--- config.mk ---
export PLATFORM = sky130hd
export DESIGN_NAME = axi_fifo
export DESIGN_NICKNAME = d
export VERILOG_FILES = /design/src/rtl/axi_fifo_pkg.sv /design/src/rtl/axi_fifo.sv /design/src/rtl/ar_reserve.sv /design/src/rtl/aw_release.sv /design/src/rtl/beat_fifo.sv
export SDC_FILE = /design/constraint.sdc
export NUM_CORES = 2
export LEC_CHECK = 0
export ABC_AREA = 1
export ABC_CLOCK_PERIOD_IN_PS = 3400
export BUFFER_PORTS_ARGS = -buffer_cell sky130_fd_sc_hd__buf_2
export CORE_MARGIN = 5
export CORE_UTILIZATION = 35
export DETAILED_ROUTE_END_ITERATION = 16
export PLACE_DENSITY = 0.61
export SLEW_MARGIN = 20
export SYNTH_ARGS = -nofsm -noshare
export SYNTH_HDL_FRONTEND = slang
export SYNTH_HIERARCHICAL = 1
export SYNTH_SLANG_ARGS = --single-unit
--- constraint.sdc ---
create_clock -name clk -period 3.4 [get_ports clk]
set_input_delay 0.34 -clock clk [delete_from_list [all_inputs] [get_ports clk]]
set_output_delay 0.34 -clock clk [all_outputs]
set_load 0.01 [all_outputs]
--- src/rtl/axi_fifo_pkg.sv ---
// axi burst buffer shared definitions
// field widths, channel field types and the two beat payloads
// carried by the write and read data FIFOs
package axi_fifo_pkg;

    // channel field widths
    localparam int ID_W   = 8;
    localparam int ADDR_W = 32;
    localparam int DATA_W = 32;
    localparam int STRB_W = DATA_W / 8;
    // burst length is beats minus one
    localparam int LEN_W  = 8;
    localparam int RESP_W = 2;

    typedef logic [ID_W-1:0]   axi_id_t;
    typedef logic [ADDR_W-1:0] axi_addr_t;
    typedef logic [LEN_W-1:0]  axi_len_t;
    typedef logic [DATA_W-1:0] axi_data_t;
    typedef logic [STRB_W-1:0] axi_strb_t;
    typedef logic [RESP_W-1:0] axi_resp_t;

    // one W channel beat
    typedef struct packed {
        axi_data_t data;
        axi_strb_t strb;
        logic      last;
    } w_beat_t;

    // one R channel beat
    typedef struct packed {
        axi_data_t data;
        logic      last;
        axi_id_t   id;
        axi_resp_t resp;
    } r_beat_t;

endpackage
--- src/rtl/axi_fifo.sv ---
`timescale 1ns/1ns

// axi_fifo
// AXI4 burst buffer between an upstream manager and a downstream
// subordinate: write data FIFO with delayed AW release, read data
// FIFO with AR space reservation, B channel passed straight through
module axi_fifo #(
    parameter int WRITE_FIFO_DEPTH = 32,
    parameter int READ_FIFO_DEPTH  = 32
) (
    input  logic                    clk,
    input  logic                    rst,

    // upstream side
    input  axi_fifo_pkg::axi_id_t   s_awid,
    input  axi_fifo_pkg::axi_addr_t s_awaddr,
    input  axi_fifo_pkg::axi_len_t  s_awlen,
    input  logic                    s_awvalid,
    output logic                    s_awready,
    input  axi_fifo_pkg::axi_data_t s_wdata,
    input  axi_fifo_pkg::axi_strb_t s_wstrb,
    input  logic                    s_wlast,
    input  logic                    s_wvalid,
    output logic                    s_wready,
    output axi_fifo_pkg::axi_id_t   s_bid,
    output axi_fifo_pkg::axi_resp_t s_bresp,
    output logic                    s_bvalid,
    input  logic                    s_bready,
    input  axi_fifo_pkg::axi_id_t   s_arid,
    input  axi_fifo_pkg::axi_addr_t s_araddr,
    input  axi_fifo_pkg::axi_len_t  s_arlen,
    input  logic                    s_arvalid,
    output logic                    s_arready,
    output axi_fifo_pkg::axi_id_t   s_rid,
    output axi_fifo_pkg::axi_data_t s_rdata,
    output axi_fifo_pkg::axi_resp_t s_rresp,
    output logic                    s_rlast,
    output logic                    s_rvalid,
    input  logic                    s_rready,

    // downstream side
    output axi_fifo_pkg::axi_id_t   m_awid,
    output axi_fifo_pkg::axi_addr_t m_awaddr,
    output axi_fifo_pkg::axi_len_t  m_awlen,
    output logic                    m_awvalid,
    input  logic                    m_awready,
    output axi_fifo_pkg::axi_data_t m_wdata,
    output axi_fifo_pkg::axi_strb_t m_wstrb,
    output logic                    m_wlast,
    output logic                    m_wvalid,
    input  logic                    m_wready,
    input  axi_fifo_pkg::axi_id_t   m_bid,
    input  axi_fifo_pkg::axi_resp_t m_bresp,
    input  logic                    m_bvalid,
    output logic                    m_bready,
    output axi_fifo_pkg::axi_id_t   m_arid,
    output axi_fifo_pkg::axi_addr_t m_araddr,
    output axi_fifo_pkg::axi_len_t  m_arlen,
    output logic                    m_arvalid,
    input  logic                    m_arready,
    input  axi_fifo_pkg::axi_id_t   m_rid,
    input  axi_fifo_pkg::axi_data_t m_rdata,
    input  axi_fifo_pkg::axi_resp_t m_rresp,
    input  logic                    m_rlast,
    input  logic                    m_rvalid,
    output logic                    m_rready
);

    import axi_fifo_pkg::*;

    w_beat_t w_in;
    w_beat_t w_out;
    r_beat_t r_in;
    r_beat_t r_out;

    logic w_push_valid;
    logic w_fifo_ready;
    logic r_taken;

    // write path
    aw_release #(
        .DEPTH(WRITE_FIFO_DEPTH)
    ) aw_release_i (
        .clk       (clk),
        .rst       (rst),
        .s_awid    (s_awid),
        .s_awaddr  (s_awaddr),
        .s_awlen   (s_awlen),
        .s_awvalid (s_awvalid),
        .s_awready (s_awready),
        .m_awid    (m_awid),
        .m_awaddr  (m_awaddr),
        .m_awlen   (m_awlen),
        .m_awvalid (m_awvalid),
        .m_awready (m_awready),
        .s_wvalid  (s_wvalid),
        .fifo_ready(w_fifo_ready),
        .push_valid(w_push_valid),
        .s_wready  (s_wready)
    );

    assign w_in.data = s_wdata;
    assign w_in.strb = s_wstrb;
    assign w_in.last = s_wlast;

    beat_fifo #(
        .DEPTH (WRITE_FIFO_DEPTH),
        .beat_t(w_beat_t)
    ) w_fifo_i (
        .clk      (clk),
        .rst      (rst),
        .in_data  (w_in),
        .in_valid (w_push_valid),
        .in_ready (w_fifo_ready),
        .out_data (w_out),
        .out_valid(m_wvalid),
        .out_ready(m_wready)
    );

    assign m_wdata = w_out.data;
    assign m_wstrb = w_out.strb;
    assign m_wlast = w_out.last;

    // read path
    assign r_taken = s_rvalid && s_rready;

    ar_reserve #(
        .DEPTH(READ_FIFO_DEPTH)
    ) ar_reserve_i (
        .clk      (clk),
        .rst      (rst),
        .s_arid   (s_arid),
        .s_araddr (s_araddr),
        .s_arlen  (s_arlen),
        .s_arvalid(s_arvalid),
        .s_arready(s_arready),
        .m_arid   (m_arid),
        .m_araddr (m_araddr),
        .m_arlen  (m_arlen),
        .m_arvalid(m_arvalid),
        .m_arready(m_arready),
        .r_taken  (r_taken)
    );

    assign r_in.data = m_rdata;
    assign r_in.last = m_rlast;
    assign r_in.id   = m_rid;
    assign r_in.resp = m_rresp;

    beat_fifo #(
        .DEPTH (READ_FIFO_DEPTH),
        .beat_t(r_beat_t)
    ) r_fifo_i (
        .clk      (clk),
        .rst      (rst),
        .in_data  (r_in),
        .in_valid (m_rvalid),
        .in_ready (m_rready),
        .out_data (r_out),
        .out_valid(s_rvalid),
        .out_ready(s_rready)
    );

    assign s_rdata = r_out.data;
    assign s_rlast = r_out.last;
    assign s_rid   = r_out.id;
    assign s_rresp = r_out.resp;

    // write response straight through
    assign s_bid    = m_bid;
    assign s_bresp  = m_bresp;
    assign s_bvalid = m_bvalid;
    assign m_bready = s_bready;

endmodule

--- src/rtl/ar_reserve.sv ---
`timescale 1ns/1ns

// ar_reserve
// issues a read address only when the read FIFO can take the whole
// burst, or when nothing is outstanding; one slot returns per R beat
module ar_reserve #(
    parameter int DEPTH = 32
) (
    input  logic                    clk,
    input  logic                    rst,
    input  axi_fifo_pkg::axi_id_t   s_arid,
    input  axi_fifo_pkg::axi_addr_t s_araddr,
    input  axi_fifo_pkg::axi_len_t  s_arlen,
    input  logic                    s_arvalid,
    output logic                    s_arready,
    output axi_fifo_pkg::axi_id_t   m_arid,
    output axi_fifo_pkg::axi_addr_t m_araddr,
    output axi_fifo_pkg::axi_len_t  m_arlen,
    output logic                    m_arvalid,
    input  logic                    m_arready,
    input  logic                    r_taken
);

    import axi_fifo_pkg::*;

    localparam int AW    = $clog2(DEPTH);
    // a single burst may exceed the FIFO when it is admitted empty
    localparam int CNT_W = ((AW > LEN_W) ? AW : LEN_W) + 1;
    localparam int SUM_W = CNT_W + 1;

    typedef enum logic {
        ST_IDLE,
        ST_WAIT
    } state_t;

    state_t           state_q;
    state_t           state_d;
    logic             arready_q;
    logic             arready_d;
    logic             arvalid_q;
    logic             arvalid_d;
    logic [CNT_W-1:0] count_q;
    logic [CNT_W-1:0] count_d;

    axi_id_t   id_q;
    axi_addr_t addr_q;
    axi_len_t  len_q;

    axi_len_t         len_sel;
    logic [SUM_W-1:0] need;
    logic             accept_ar;
    logic             fits;

    assign accept_ar = s_arvalid && arready_q;

    // new request is checked on accept, a held one while waiting
    assign len_sel = (state_q == ST_IDLE) ? s_arlen : len_q;
    assign need    = SUM_W'(count_q) + SUM_W'(len_sel) + SUM_W'(1);
    assign fits    = (count_q == '0) || (need <= SUM_W'(DEPTH));

    always_comb begin
        state_d   = state_q;
        arready_d = arready_q;
        arvalid_d = arvalid_q && !m_arready;
        count_d   = count_q;
        case (state_q)
            ST_IDLE: begin
                arready_d = !arvalid_q;
                if (accept_ar) begin
                    arready_d = 1'b0;
                    if (fits) begin
                        count_d   = need[CNT_W-1:0];
                        arvalid_d = 1'b1;
                    end else begin
                        state_d = ST_WAIT;
                    end
                end
            end
            ST_WAIT: begin
                if (fits) begin
                    count_d   = need[CNT_W-1:0];
                    arvalid_d = 1'b1;
                    state_d   = ST_IDLE;
                end
            end
            default: state_d = ST_IDLE;
        endcase
        // delivered beat frees its slot
        if (r_taken) begin
            count_d = count_d - CNT_W'(1);
        end
    end

    always_ff @(posedge clk) begin
        if (rst) begin
            state_q   <= ST_IDLE;
            arready_q <= 1'b0;
            arvalid_q <= 1'b0;
            count_q   <= '0;
        end else begin
            state_q   <= state_d;
            arready_q <= arready_d;
            arvalid_q <= arvalid_d;
            count_q   <= count_d;
        end
    end

    always_ff @(posedge clk) begin
        if (accept_ar) begin
            id_q   <= s_arid;
            addr_q <= s_araddr;
            len_q  <= s_arlen;
        end
    end

    assign s_arready = arready_q;
    assign m_arvalid = arvalid_q;
    assign m_arid    = id_q;
    assign m_araddr  = addr_q;
    assign m_arlen   = len_q;

endmodule

--- src/rtl/aw_release.sv ---
`timescale 1ns/1ns

// aw_release
// holds a write address until its burst is in the write FIFO, or
// until the FIFO has filled on a burst longer than the FIFO
module aw_release #(
    parameter int DEPTH = 32
) (
    input  logic                    clk,
    input  logic                    rst,
    input  axi_fifo_pkg::axi_id_t   s_awid,
    input  axi_fifo_pkg::axi_addr_t s_awaddr,
    input  axi_fifo_pkg::axi_len_t  s_awlen,
    input  logic                    s_awvalid,
    output logic                    s_awready,
    output axi_fifo_pkg::axi_id_t   m_awid,
    output axi_fifo_pkg::axi_addr_t m_awaddr,
    output axi_fifo_pkg::axi_len_t  m_awlen,
    output logic                    m_awvalid,
    input  logic                    m_awready,
    input  logic                    s_wvalid,
    input  logic                    fifo_ready,
    output logic                    push_valid,
    output logic                    s_wready
);

    import axi_fifo_pkg::*;

    typedef enum logic [1:0] {
        ST_IDLE,
        ST_COLLECT,
        ST_DRAIN
    } state_t;

    state_t         state_q;
    state_t         state_d;
    logic           open_q;
    logic           open_d;
    logic           awready_q;
    logic           awready_d;
    logic           awvalid_q;
    logic           awvalid_d;
    logic [LEN_W:0] count_q;
    logic [LEN_W:0] count_d;

    axi_id_t   id_q;
    axi_addr_t addr_q;
    axi_len_t  len_q;

    logic accept_aw;
    logic accept_w;
    logic last_beat;
    logic filled;

    // W beats pass only while a burst window is open
    assign s_wready   = fifo_ready && open_q;
    assign push_valid = s_wvalid && open_q;

    assign accept_aw = s_awvalid && awready_q;
    assign accept_w  = s_wvalid && s_wready;
    assign last_beat = (count_q == {1'b0, len_q});
    // this beat brings the burst up to the FIFO depth
    assign filled    = (32'(count_q) + 32'd1 == 32'(DEPTH));

    always_comb begin
        state_d   = state_q;
        open_d    = open_q;
        awready_d = awready_q;
        awvalid_d = awvalid_q && !m_awready;
        count_d   = count_q;
        case (state_q)
            ST_IDLE: begin
                awready_d = !awvalid_q;
                if (accept_aw) begin
                    awready_d = 1'b0;
                    open_d    = 1'b1;
                    count_d   = '0;
                    state_d   = ST_COLLECT;
                end
            end
            ST_COLLECT: begin
                if (accept_w) begin
                    count_d = count_q + (LEN_W+1)'(1);
                    if (last_beat) begin
                        awvalid_d = 1'b1;
                        open_d    = 1'b0;
                        state_d   = ST_IDLE;
                    end else if (filled) begin
                        // release early, rest of the burst streams through
                        awvalid_d = 1'b1;
                        state_d   = ST_DRAIN;
                    end
                end
            end
            ST_DRAIN: begin
                if (accept_w) begin
                    count_d = count_q + (LEN_W+1)'(1);
                    if (last_beat) begin
                        open_d  = 1'b0;
                        state_d = ST_IDLE;
                    end
                end
            end
            default: state_d = ST_IDLE;
        endcase
    end

    always_ff @(posedge clk) begin
        if (rst) begin
            state_q   <= ST_IDLE;
            open_q    <= 1'b0;
            awready_q <= 1'b0;
            awvalid_q <= 1'b0;
            count_q   <= '0;
        end else begin
            state_q   <= state_d;
            open_q    <= open_d;
            awready_q <= awready_d;
            awvalid_q <= awvalid_d;
            count_q   <= count_d;
        end
    end

    // captured header
    always_ff @(posedge clk) begin
        if (accept_aw) begin
            id_q   <= s_awid;
            addr_q <= s_awaddr;
            len_q  <= s_awlen;
        end
    end

    assign s_awready = awready_q;
    assign m_awvalid = awvalid_q;
    assign m_awid    = id_q;
    assign m_awaddr  = addr_q;
    assign m_awlen   = len_q;

endmodule

--- src/rtl/beat_fifo.sv ---
`timescale 1ns/1ns

// beat_fifo
// beat buffer generic over its payload type, with a registered memory
// write, a registered memory read and an output register
// holds DEPTH beats in memory plus two in the read pipeline
module beat_fifo #(
    parameter int DEPTH = 32,
    parameter type beat_t = logic [7:0]
) (
    input  logic  clk,
    input  logic  rst,
    input  beat_t in_data,
    input  logic  in_valid,
    output logic  in_ready,
    output beat_t out_data,
    output logic  out_valid,
    input  logic  out_ready
);

    localparam int AW = $clog2(DEPTH);

    beat_t mem [DEPTH];

    // pointers carry one extra wrap bit
    logic [AW:0] wr_ptr;
    logic [AW:0] wr_ptr_done;
    logic [AW:0] rd_ptr;

    // pending memory write
    logic          wr_en_q;
    logic [AW-1:0] wr_addr_q;
    beat_t         wr_data_q;

    beat_t rd_data_q;
    logic  rd_valid_q;

    logic full;
    logic empty;
    logic push;
    logic pop;
    logic store;

    // full counts beats still waiting in the write stage
    assign full = (wr_ptr[AW] != rd_ptr[AW]) && (wr_ptr[AW-1:0] == rd_ptr[AW-1:0]);
    // read side only sees beats already in memory
    assign empty = (wr_ptr_done == rd_ptr);

    assign in_ready = !full;
    assign push = in_valid && !full;

    // output register is free or being taken
    assign store = out_ready || !out_valid;
    assign pop = (store || !rd_valid_q) && !empty;

    always_ff @(posedge clk) begin
        if (rst) begin
            wr_ptr      <= '0;
            wr_ptr_done <= '0;
            wr_en_q     <= 1'b0;
        end else begin
            wr_ptr_done <= wr_ptr;
            wr_en_q     <= push;
            if (push) begin
                wr_ptr <= wr_ptr + (AW+1)'(1);
            end
        end
    end

    always_ff @(posedge clk) begin
        if (rst) begin
            rd_ptr     <= '0;
            rd_valid_q <= 1'b0;
            out_valid  <= 1'b0;
        end else begin
            if (pop) begin
                rd_ptr <= rd_ptr + (AW+1)'(1);
            end
            if (store || !rd_valid_q) begin
                rd_valid_q <= !empty;
            end
            if (store) begin
                out_valid <= rd_valid_q;
            end
        end
    end

    always_ff @(posedge clk) begin
        if (wr_en_q) begin
            mem[wr_addr_q] <= wr_data_q;
        end
    end

    // payload stages
    always_ff @(posedge clk) begin
        if (push) begin
            wr_addr_q <= wr_ptr[AW-1:0];
            wr_data_q <= in_data;
        end
        if (pop) begin
            rd_data_q <= mem[rd_ptr[AW-1:0]];
        end
        if (store) begin
            out_data <= rd_data_q;
        end
    end

endmodule

=== Word-level counts from Yosys, hierarchy flattened ===
Memories as Yosys holds them, arrays and structs flattened. A register that Yosys moved wholly into a read port is not among the register bits.
Index checks and enable logic that the tools add are counted.

* $add $sub $neg: 9
* Reductions and logical operators: 38
* $lt $le $gt $ge: 1
* Muxes and demuxes: 35
* Bitwise operators: 1
* Eq/ne operators: 17

{| class="wikitable"
|+ Operators with widths
! cell !! count
|-
| 9-bit two-way mux || 5
|-
| 9-bit one-hot mux with 2 select lines || 2
|-
| 32-bit by 6-bit equality test with 1-bit output, second input constant || 1
|-
| 6-bit by 1-bit adder with 6-bit output, second input constant || 4
|-
| 1-bit two-way mux || 17
|-
| 1-bit logical AND || 14
|-
| 6-bit equality test || 2
|-
| 1-bit logical NOT || 12
|-
| 2-bit two-way mux || 6
|-
| 2-bit by 1-bit != test with 1-bit output, second input constant || 6
|-
| 10-bit by 1-bit adder with 10-bit output, second input constant || 1
|-
| 9-bit by 1-bit adder with 10-bit output, second input constant || 1
|-
| 9-bit by 8-bit adder with 10-bit output || 1
|-
| 5-bit equality test || 2
|-
| 10-bit by 6-bit less-or-equal comparator with 1-bit output, second input constant || 1
|-
| 9-bit by 1-bit adder with 9-bit output, second input constant || 1
|-
| 9-bit by 8-bit equality test with 1-bit output || 1
|-
| 9-bit logical NOT || 1
|-
| 9-bit by 1-bit subtractor with 9-bit output, second input constant || 1
|-
| 8-bit two-way mux || 1
|-
| 1-bit one-hot mux with 2 select lines || 3
|-
| 2-bit one-hot mux with 3 select lines || 1
|-
| 1-bit logical OR || 5
|-
| 5-bit AND reduction || 1
|-
| other kinds (10) || 11
|}

* Flip-flop bits (word level): 334
* RAM bits: 2560
* Memories: 2
* Output and inout bits: 196

{| class="wikitable"
|+ Memory list
! memory !! words !! bits a word !! read ports !! clocked after memory_dff !! write ports !! RTL line !! source
|-
| r_fifo_i.mem || 32 || 43 || 1 || 1 || 1 || beat_fifo.sv:23 || <nowiki>beat_t mem [DEPTH];</nowiki>
|-
| w_fifo_i.mem || 32 || 37 || 1 || 1 || 1 || beat_fifo.sv:23 ||
|}

=== Longest topological paths before layout ===
* Word-level depth: 10
* Depth in mapped cells: 27

=== Hierarchy ===
Netlist, hierarchy kept.

{| class="wikitable"
|+ Modules (own cells, without submodules)
! module !! sequential area each (um^2) !! area each (um^2) !! cells an instance !! instances
|-
| beat_fifo (r_fifo_i) || 45763.9 || 61676.7 || 5374 || 1
|-
| beat_fifo (w_fifo_i) || 39457.8 || 53432.5 || 4658 || 1
|-
| ar_reserve || 1681.6 || 2776.4 || 273 || 1
|-
| aw_release || 1721.7 || 2489.9 || 226 || 1
|-
| axi_fifo || 0.0 || 97.6 || 14 || 1
|}

=== Worst setup path after synthesis ===
OpenSTA, ideal clock, no wires.

* Path kind: reg-to-reg
* Start: register ar_reserve_i.state_q
* End: register ar_reserve_i.count_q[8]
* Clock period less this slack: 3.234 ns
* Arrival: 3.121 ns
* Stages on the path, launching flop included: 27
* Path buffers: 1
* Setup time: 0.113 ns
* Slack: 0.166 ns
* Required time: 3.287 ns
* Cells stage by stage: dfxtp_1 -> clkbuf_1 -> mux2i_1 -> ha_1 -> inv_1 -> fa_1 -> nand3_1 -> nand3_1 -> nand2_1 -> nand2_1 -> nand2_1 -> nand2_1 -> nor2_2 -> nand3_2 -> nand2_4 -> nand2_4 -> nand2_1 -> nand2_1 -> inv_1 -> ha_1 -> nand2_1 -> inv_1 -> nand3_2 -> nor2_4 -> nand4_1 -> nor2_1 -> nor2_1

* Word-level cells in the longest chain between the ends: 10
* Elaborated cells between the ends (all ways): 11
* Classes of those cells: add/sub: 3; order compare: 1; mux: 5; bitwise: 1; reduce/logical: 1

{| class="wikitable"
|+ Ends and longest elaborated chain
! element !! RTL line !! source
|-
| start, declared || ar_reserve.sv:36 || <nowiki>state_t state_q;</nowiki>
|-
| start signal, assigned || ar_reserve.sv:101 || <nowiki>state_q <= state_d;</nowiki>
|-
| 8-bit two-way mux || ar_reserve.sv:57 || <nowiki>assign len_sel = (state_q == ST_IDLE) ? s_arlen : len_q;</nowiki>
|-
| 9-bit by 8-bit adder with 10-bit output || ar_reserve.sv:58 || <nowiki>assign need = SUM_W'(count_q) + SUM_W'(len_sel) + SUM_W'(1);</nowiki>
|-
| 10-bit by 1-bit adder with 10-bit output || ar_reserve.sv:58 ||
|-
| 10-bit by 6-bit less-or-equal comparator with 1-bit output || ar_reserve.sv:59 || <nowiki>assign fits = (count_q == '0) || (need <= SUM_W'(DEPTH));</nowiki>
|-
| 1-bit logical OR || ar_reserve.sv:59 ||
|-
| 9-bit two-way mux || ar_reserve.sv:71, ar_reserve.sv:80 ||
|-
| 9-bit two-way mux || ar_reserve.sv:69 || <nowiki>if (accept_ar) begin</nowiki>
|-
| 9-bit one-hot mux with 2 select lines * || ar_reserve.sv:66 || <nowiki>case (state_q)</nowiki>
|-
| 9-bit by 1-bit subtractor with 9-bit output || ar_reserve.sv:90 || <nowiki>count_d = count_d - CNT_W'(1);</nowiki>
|-
| 9-bit two-way mux * || ar_reserve.sv:89 || <nowiki>if (r_taken) begin</nowiki>
|-
| end signal, assigned || ar_reserve.sv:104 || <nowiki>count_q <= count_d;</nowiki>
|-
| end, declared || ar_reserve.sv:42 || <nowiki>logic [CNT_W-1:0] count_q;</nowiki>
|}

Every way passes the cells marked *; elsewhere a longest branch is shown, timed or not.
A chain may end at the register's enable or synchronous reset.

=== Final worst setup path ===
* Start: register ar_reserve_i.len_q[0], in the netlist ar_reserve_i/m_arlen[0]
* End: register ar_reserve_i.count_q[8]

* Word-level cells in the longest chain between the ends: 10

{| class="wikitable"
|+ Ends and longest elaborated chain
! element !! RTL line !! source
|-
| start, declared || ar_reserve.sv:47 || <nowiki>axi_len_t len_q;</nowiki>
|-
| start signal, assigned || ar_reserve.sv:112 || <nowiki>len_q <= s_arlen;</nowiki>
|-
| 8-bit two-way mux * || ar_reserve.sv:57 ||
|-
| 9-bit by 8-bit adder with 10-bit output * || ar_reserve.sv:58 ||
|-
| 10-bit by 1-bit adder with 10-bit output * || ar_reserve.sv:58 ||
|-
| 10-bit by 6-bit less-or-equal comparator with 1-bit output || ar_reserve.sv:59 ||
|-
| 1-bit logical OR || ar_reserve.sv:59 ||
|-
| 9-bit two-way mux * || ar_reserve.sv:71, ar_reserve.sv:80 ||
|-
| 9-bit two-way mux || ar_reserve.sv:69 ||
|-
| 9-bit one-hot mux with 2 select lines * || ar_reserve.sv:66 ||
|-
| 9-bit by 1-bit subtractor with 9-bit output || ar_reserve.sv:90 ||
|-
| 9-bit two-way mux * || ar_reserve.sv:89 ||
|}

Marks and branches as above.

==> summary.txt <==
Hold WS: 0.0908 ns
Total Power: 99.7 mW
number of global-route vias before repair: 73,174
Top cell by count, worst path: nand2_1
routability congestion estimate from global placement: 0.788
drt drc: 0
worst-path cell chain: mux2i_2 > ha_2 > inv_2 > fa_2 > buf_6 > xor2_2 > nor3_2 > nand3_1 > nand2_1 > nand3_2 > nand2_4 > nand2_4 > buf_6 > nand2_2 > o21ai_4 > ha_1 > nand2_1 > inv_1 > nand3_2 > nor2_4 > nand4_1 > nand2_1 > nand2_1 > nor2_1
die width: 597 um
Seq/Total Area, Yosys: 73.6%
CP peak stage delay: 0.40 ns
Setup Skew: 0.0751 ns
DIE AREA: 356,000 sq um
Inserted Clock Buffers: 325
Synth Cell Area: 120,000 sq um
Final Cycle Share: 93.6%
hold path depth: 5
setup violators final: 0
Distinct cells, synth: 39
RR Endpoint: ar_reserve_i/count_q[8]
final max-slew violation count: 0
#FFs+latches synth: 2,974
Routed WL: 336 mm
1st-iter DRT viols: 9,087
setup TNS: 0 ns
# fillers: 31,797
Setup crit start kind: flip-flop
Max-Cap Viols: 0
Synth area leaders: edfxtp_1 (72%), nand2_1 (13%), nand3_1 (4.6%), nor2_1 (2.4%), inv_1 (1.4%)
Cells after Synth: 10,545
vias: 78,595
Synth Area in Compound Gates: 1.65%
Seq pwr share: 44.0%
CTS max path bufs: 4
GRT Util Overall: 18.2%
share of cells above drive strength 1: 10.8%
Die Ht: 597 um
Leakage: 52.9 nW
placed inst area: 128,000 sq um
Setup Crit Path Kind: reg -> reg
Post-Synth Adder-Cell Area: 0.193%
synth warn: 6
HP Class: in -> reg
first-pass GRT wire length: 489 mm
TritonCTS Sinks: 2,974
Async SR Flop Fraction: 0%
Final Hold Vio Count: 0
Area growth syn-to-layout: 16.5%
Final Critical Period: 3.18 ns
Synth Area in Simple Gates: 20.5%
register area: 88,700 sq um
clock root cell: clkbuf_16
initial antenna violation count: 20
CTS HTree Levels: 5
Design Area, Final: 140,000 sq um
Final nets: 11,332
slowest CP cell: edfxtp_1
r2r setup slk: 0.22 ns
pin count of the biggest net entering global routing: 224
reg2reg start: ar_reserve_i/m_arlen[0]
Overflow after GRT: 0
core area: 343,000 sq um
Sw Ratio: 31.1%
status: finished clean
final worst setup slack: 0.218 ns
Post-Synth XOR/XNOR Area: 0.0364%
Post-Place Setup Slack: 0.113 ns
Synth Flop Type: edfxtp_1
First-pass DRT Iterations: 6
post-synthesis mux area share: 0.00831%
Post-synth top cells: nand2_1 (4,186), edfxtp_1 (2,906), nand3_1 (1,116)
Critical Path Fanout Max: 8
NetSw: 31.1 mW
Multi-input gate area: 27,500 sq um
CTS tree: built
via/cell ratio: 4.93
row cnt: 215
syn avg cell area: 11.4 sq um
port bufs: 369
Worst Setup End Kind: flip-flop
DRT antenna net count: 0
Reg clk slew, reported paths: 0.06 ns
Int Power: 68.7 mW
RSZ-0062 raised after global routing: false
Max Fclk: 314 MHz
Yosys top cell area share: 72.4%
Peak VDD IR: 0.866 mV
Slew HR: 14.4%
power density over the cells: 711 nW/um^2
DR WL/cell: 21.1 um
worst hold start: m_wready
arrival time at the worst endpoint: 4.00 ns
io pins: 394
placed cell count: 15,147
clock power share: 35.0%
Worst-Margin Slew: 1.28 ns
area leader, netlist: edfxtp_1
largest family of logic cells by synthesized area: simple AND/OR/NAND/NOR gates
final core occ: 40.9%
Worst Hold Path EP: w_fifo_i/rd_valid_q
EDFF count, synth: 2,906
detailed placement HPWL: 172 mm
Mapped Nets: 10,761
Gate power share: 21.0%
Req. time, crit path: 4.22 ns
Starting Density: 35.1%
final cell count without fillers: 15,937
clock latency on the worst-skew pair: 0.95 ns
R2R depth: 24
count leader, synth: nand2_1
[critical path, delay by kind of cell (launching register included)]
family / cells / cell delay (ns)
XOR/XNOR: 1 / 0.15
flip-flops: 1 / 0.40
AO/OA/AOI/OAI: 1 / 0.06
multiplexers: 1 / 0.16
AND/OR/NAND/NOR: 14 / 1.18
adder cells (fa/ha/maj): 3 / 0.75
buffers and inverters: 4 / 0.38
[sequential cells by signal, indices dropped and copies added (netlist names), 9 cells and up]
register	count
aw_release_i/m_awaddr	32
r_fifo_i/out_data	43
r_fifo_i/mem	1376
w_fifo_i/mem	1184
ar_reserve_i/count_q	9
r_fifo_i/wr_data_q	43
aw_release_i/count_q	9
w_fifo_i/out_data	37
r_fifo_i/rd_data_q	43
ar_reserve_i/m_araddr	32
w_fifo_i/wr_data_q	37
w_fifo_i/rd_data_q	37
[kinds of logic after synthesis]
| logic type | Yosys count |
|---|---|
| AO/OA/AOI/OAI | 392 |
| XOR/XNOR | 5 |
| adder cells (fa/ha/maj) | 18 |
| buffers and inverters | 1014 |
| flip-flops | 2974 |
| multiplexers | 1 |
| AND/OR/NAND/NOR | 6141 |
[timing repair]
action,in CTS,in global routing
setup endpoints to repair,0,3
resized for setup,0,18
setup buffers,0,2
hold buffers,184,0
hold endpoints to repair,218,0
[how the worst max path moves through the flow]
| stage | start | to | depth (start not counted) | slack, ns |
|---|---|---|---|---|
| 2_1_floorplan | ar_reserve_i/state_q | ar_reserve_i/count_q[8] | 26 | 0.17 |
| 6_report | ar_reserve_i/m_arlen[0] | ar_reserve_i/count_q[8] | 24 | 0.22 |
| 5_1_grt | ar_reserve_i/state_q | ar_reserve_i/count_q[8] | 24 | 0.008 |
| 3_3_place_gp | s_arlen[0] | ar_reserve_i/count_q[8] | 24 | 0.12 |
| 3_5_place_dp | ar_reserve_i/state_q | ar_reserve_i/count_q[8] | 24 | 0.11 |
| 4_1_cts | ar_reserve_i/state_q | ar_reserve_i/count_q[8] | 24 | 0.1 |
[power by group through the flow]
stage               Combinational, mW  Sequential [mW]  Clock, mW
floorplan                        14.9             44.1          0
detailed placement               20.5             44.6          0
global placement                 20.4             44.7          0
global route                     23.4             44.0       37.1
finish                           21.0             43.9       34.9
CTS                              20.8             43.9       35.5
[cell type report]
cell class,instances,area share (%)
repair buffers,794,4.41
inverters,464,1.29
well taps,4557,4.06
flip-flops and latches,2974,63.2
multi-input cells,6557,19.6
clock buffers,387,6.03
clock inverters,197,1.44
diodes,7,0.0125
[cell usage in the layout (no fill, tap or decap), types with 4 or more instances in the layout]
cell              n
clkbuf_1         56
a21oi_1         209
xor2_1            4
nand3b_1          8
bufinv_16        30
dfxtp_4           8
nand2_1        4180
diode_2           7
nand4_1           9
ha_1             15
nor2_2           11
nand3_2          11
nand3_1        1114
inv_6             7
buf_6             7
inv_16           10
buf_12           48
clkbuf_16       328
buf_4           177
inv_2            11
buf_8             9
clkinv_2         59
dfxtp_1          59
inv_1           441
nand2_4           6
o21ai_0         172
nor2_4           68
inv_4             6
nand2_2          14
buf_2           369
clkinv_1         64
nor2_1          712
edfxtp_1       2906
clkinv_8          8
dlygate4sd3_1   184
clkinvlp_4       18
[layer usage]
| layer | vias to the layer above | wire length (um) | track usage [%] | part of all wire, % |
|---|---|---|---|---|
| li1 | 36715 | - | - | - |
| met1 | 38228 | 144000 | 25.7 | 43 |
| met2 | 3100 | 155000 | 28.9 | 46 |
| met3 | 548 | 27300 | 2.93 | 8.1 |
| met4 | 4 | 10100 | 5.45 | 3.0 |
| met5 | - | 34 | 0 | 0.010 |
No activity file was read; power rests on OpenSTA's default activity.
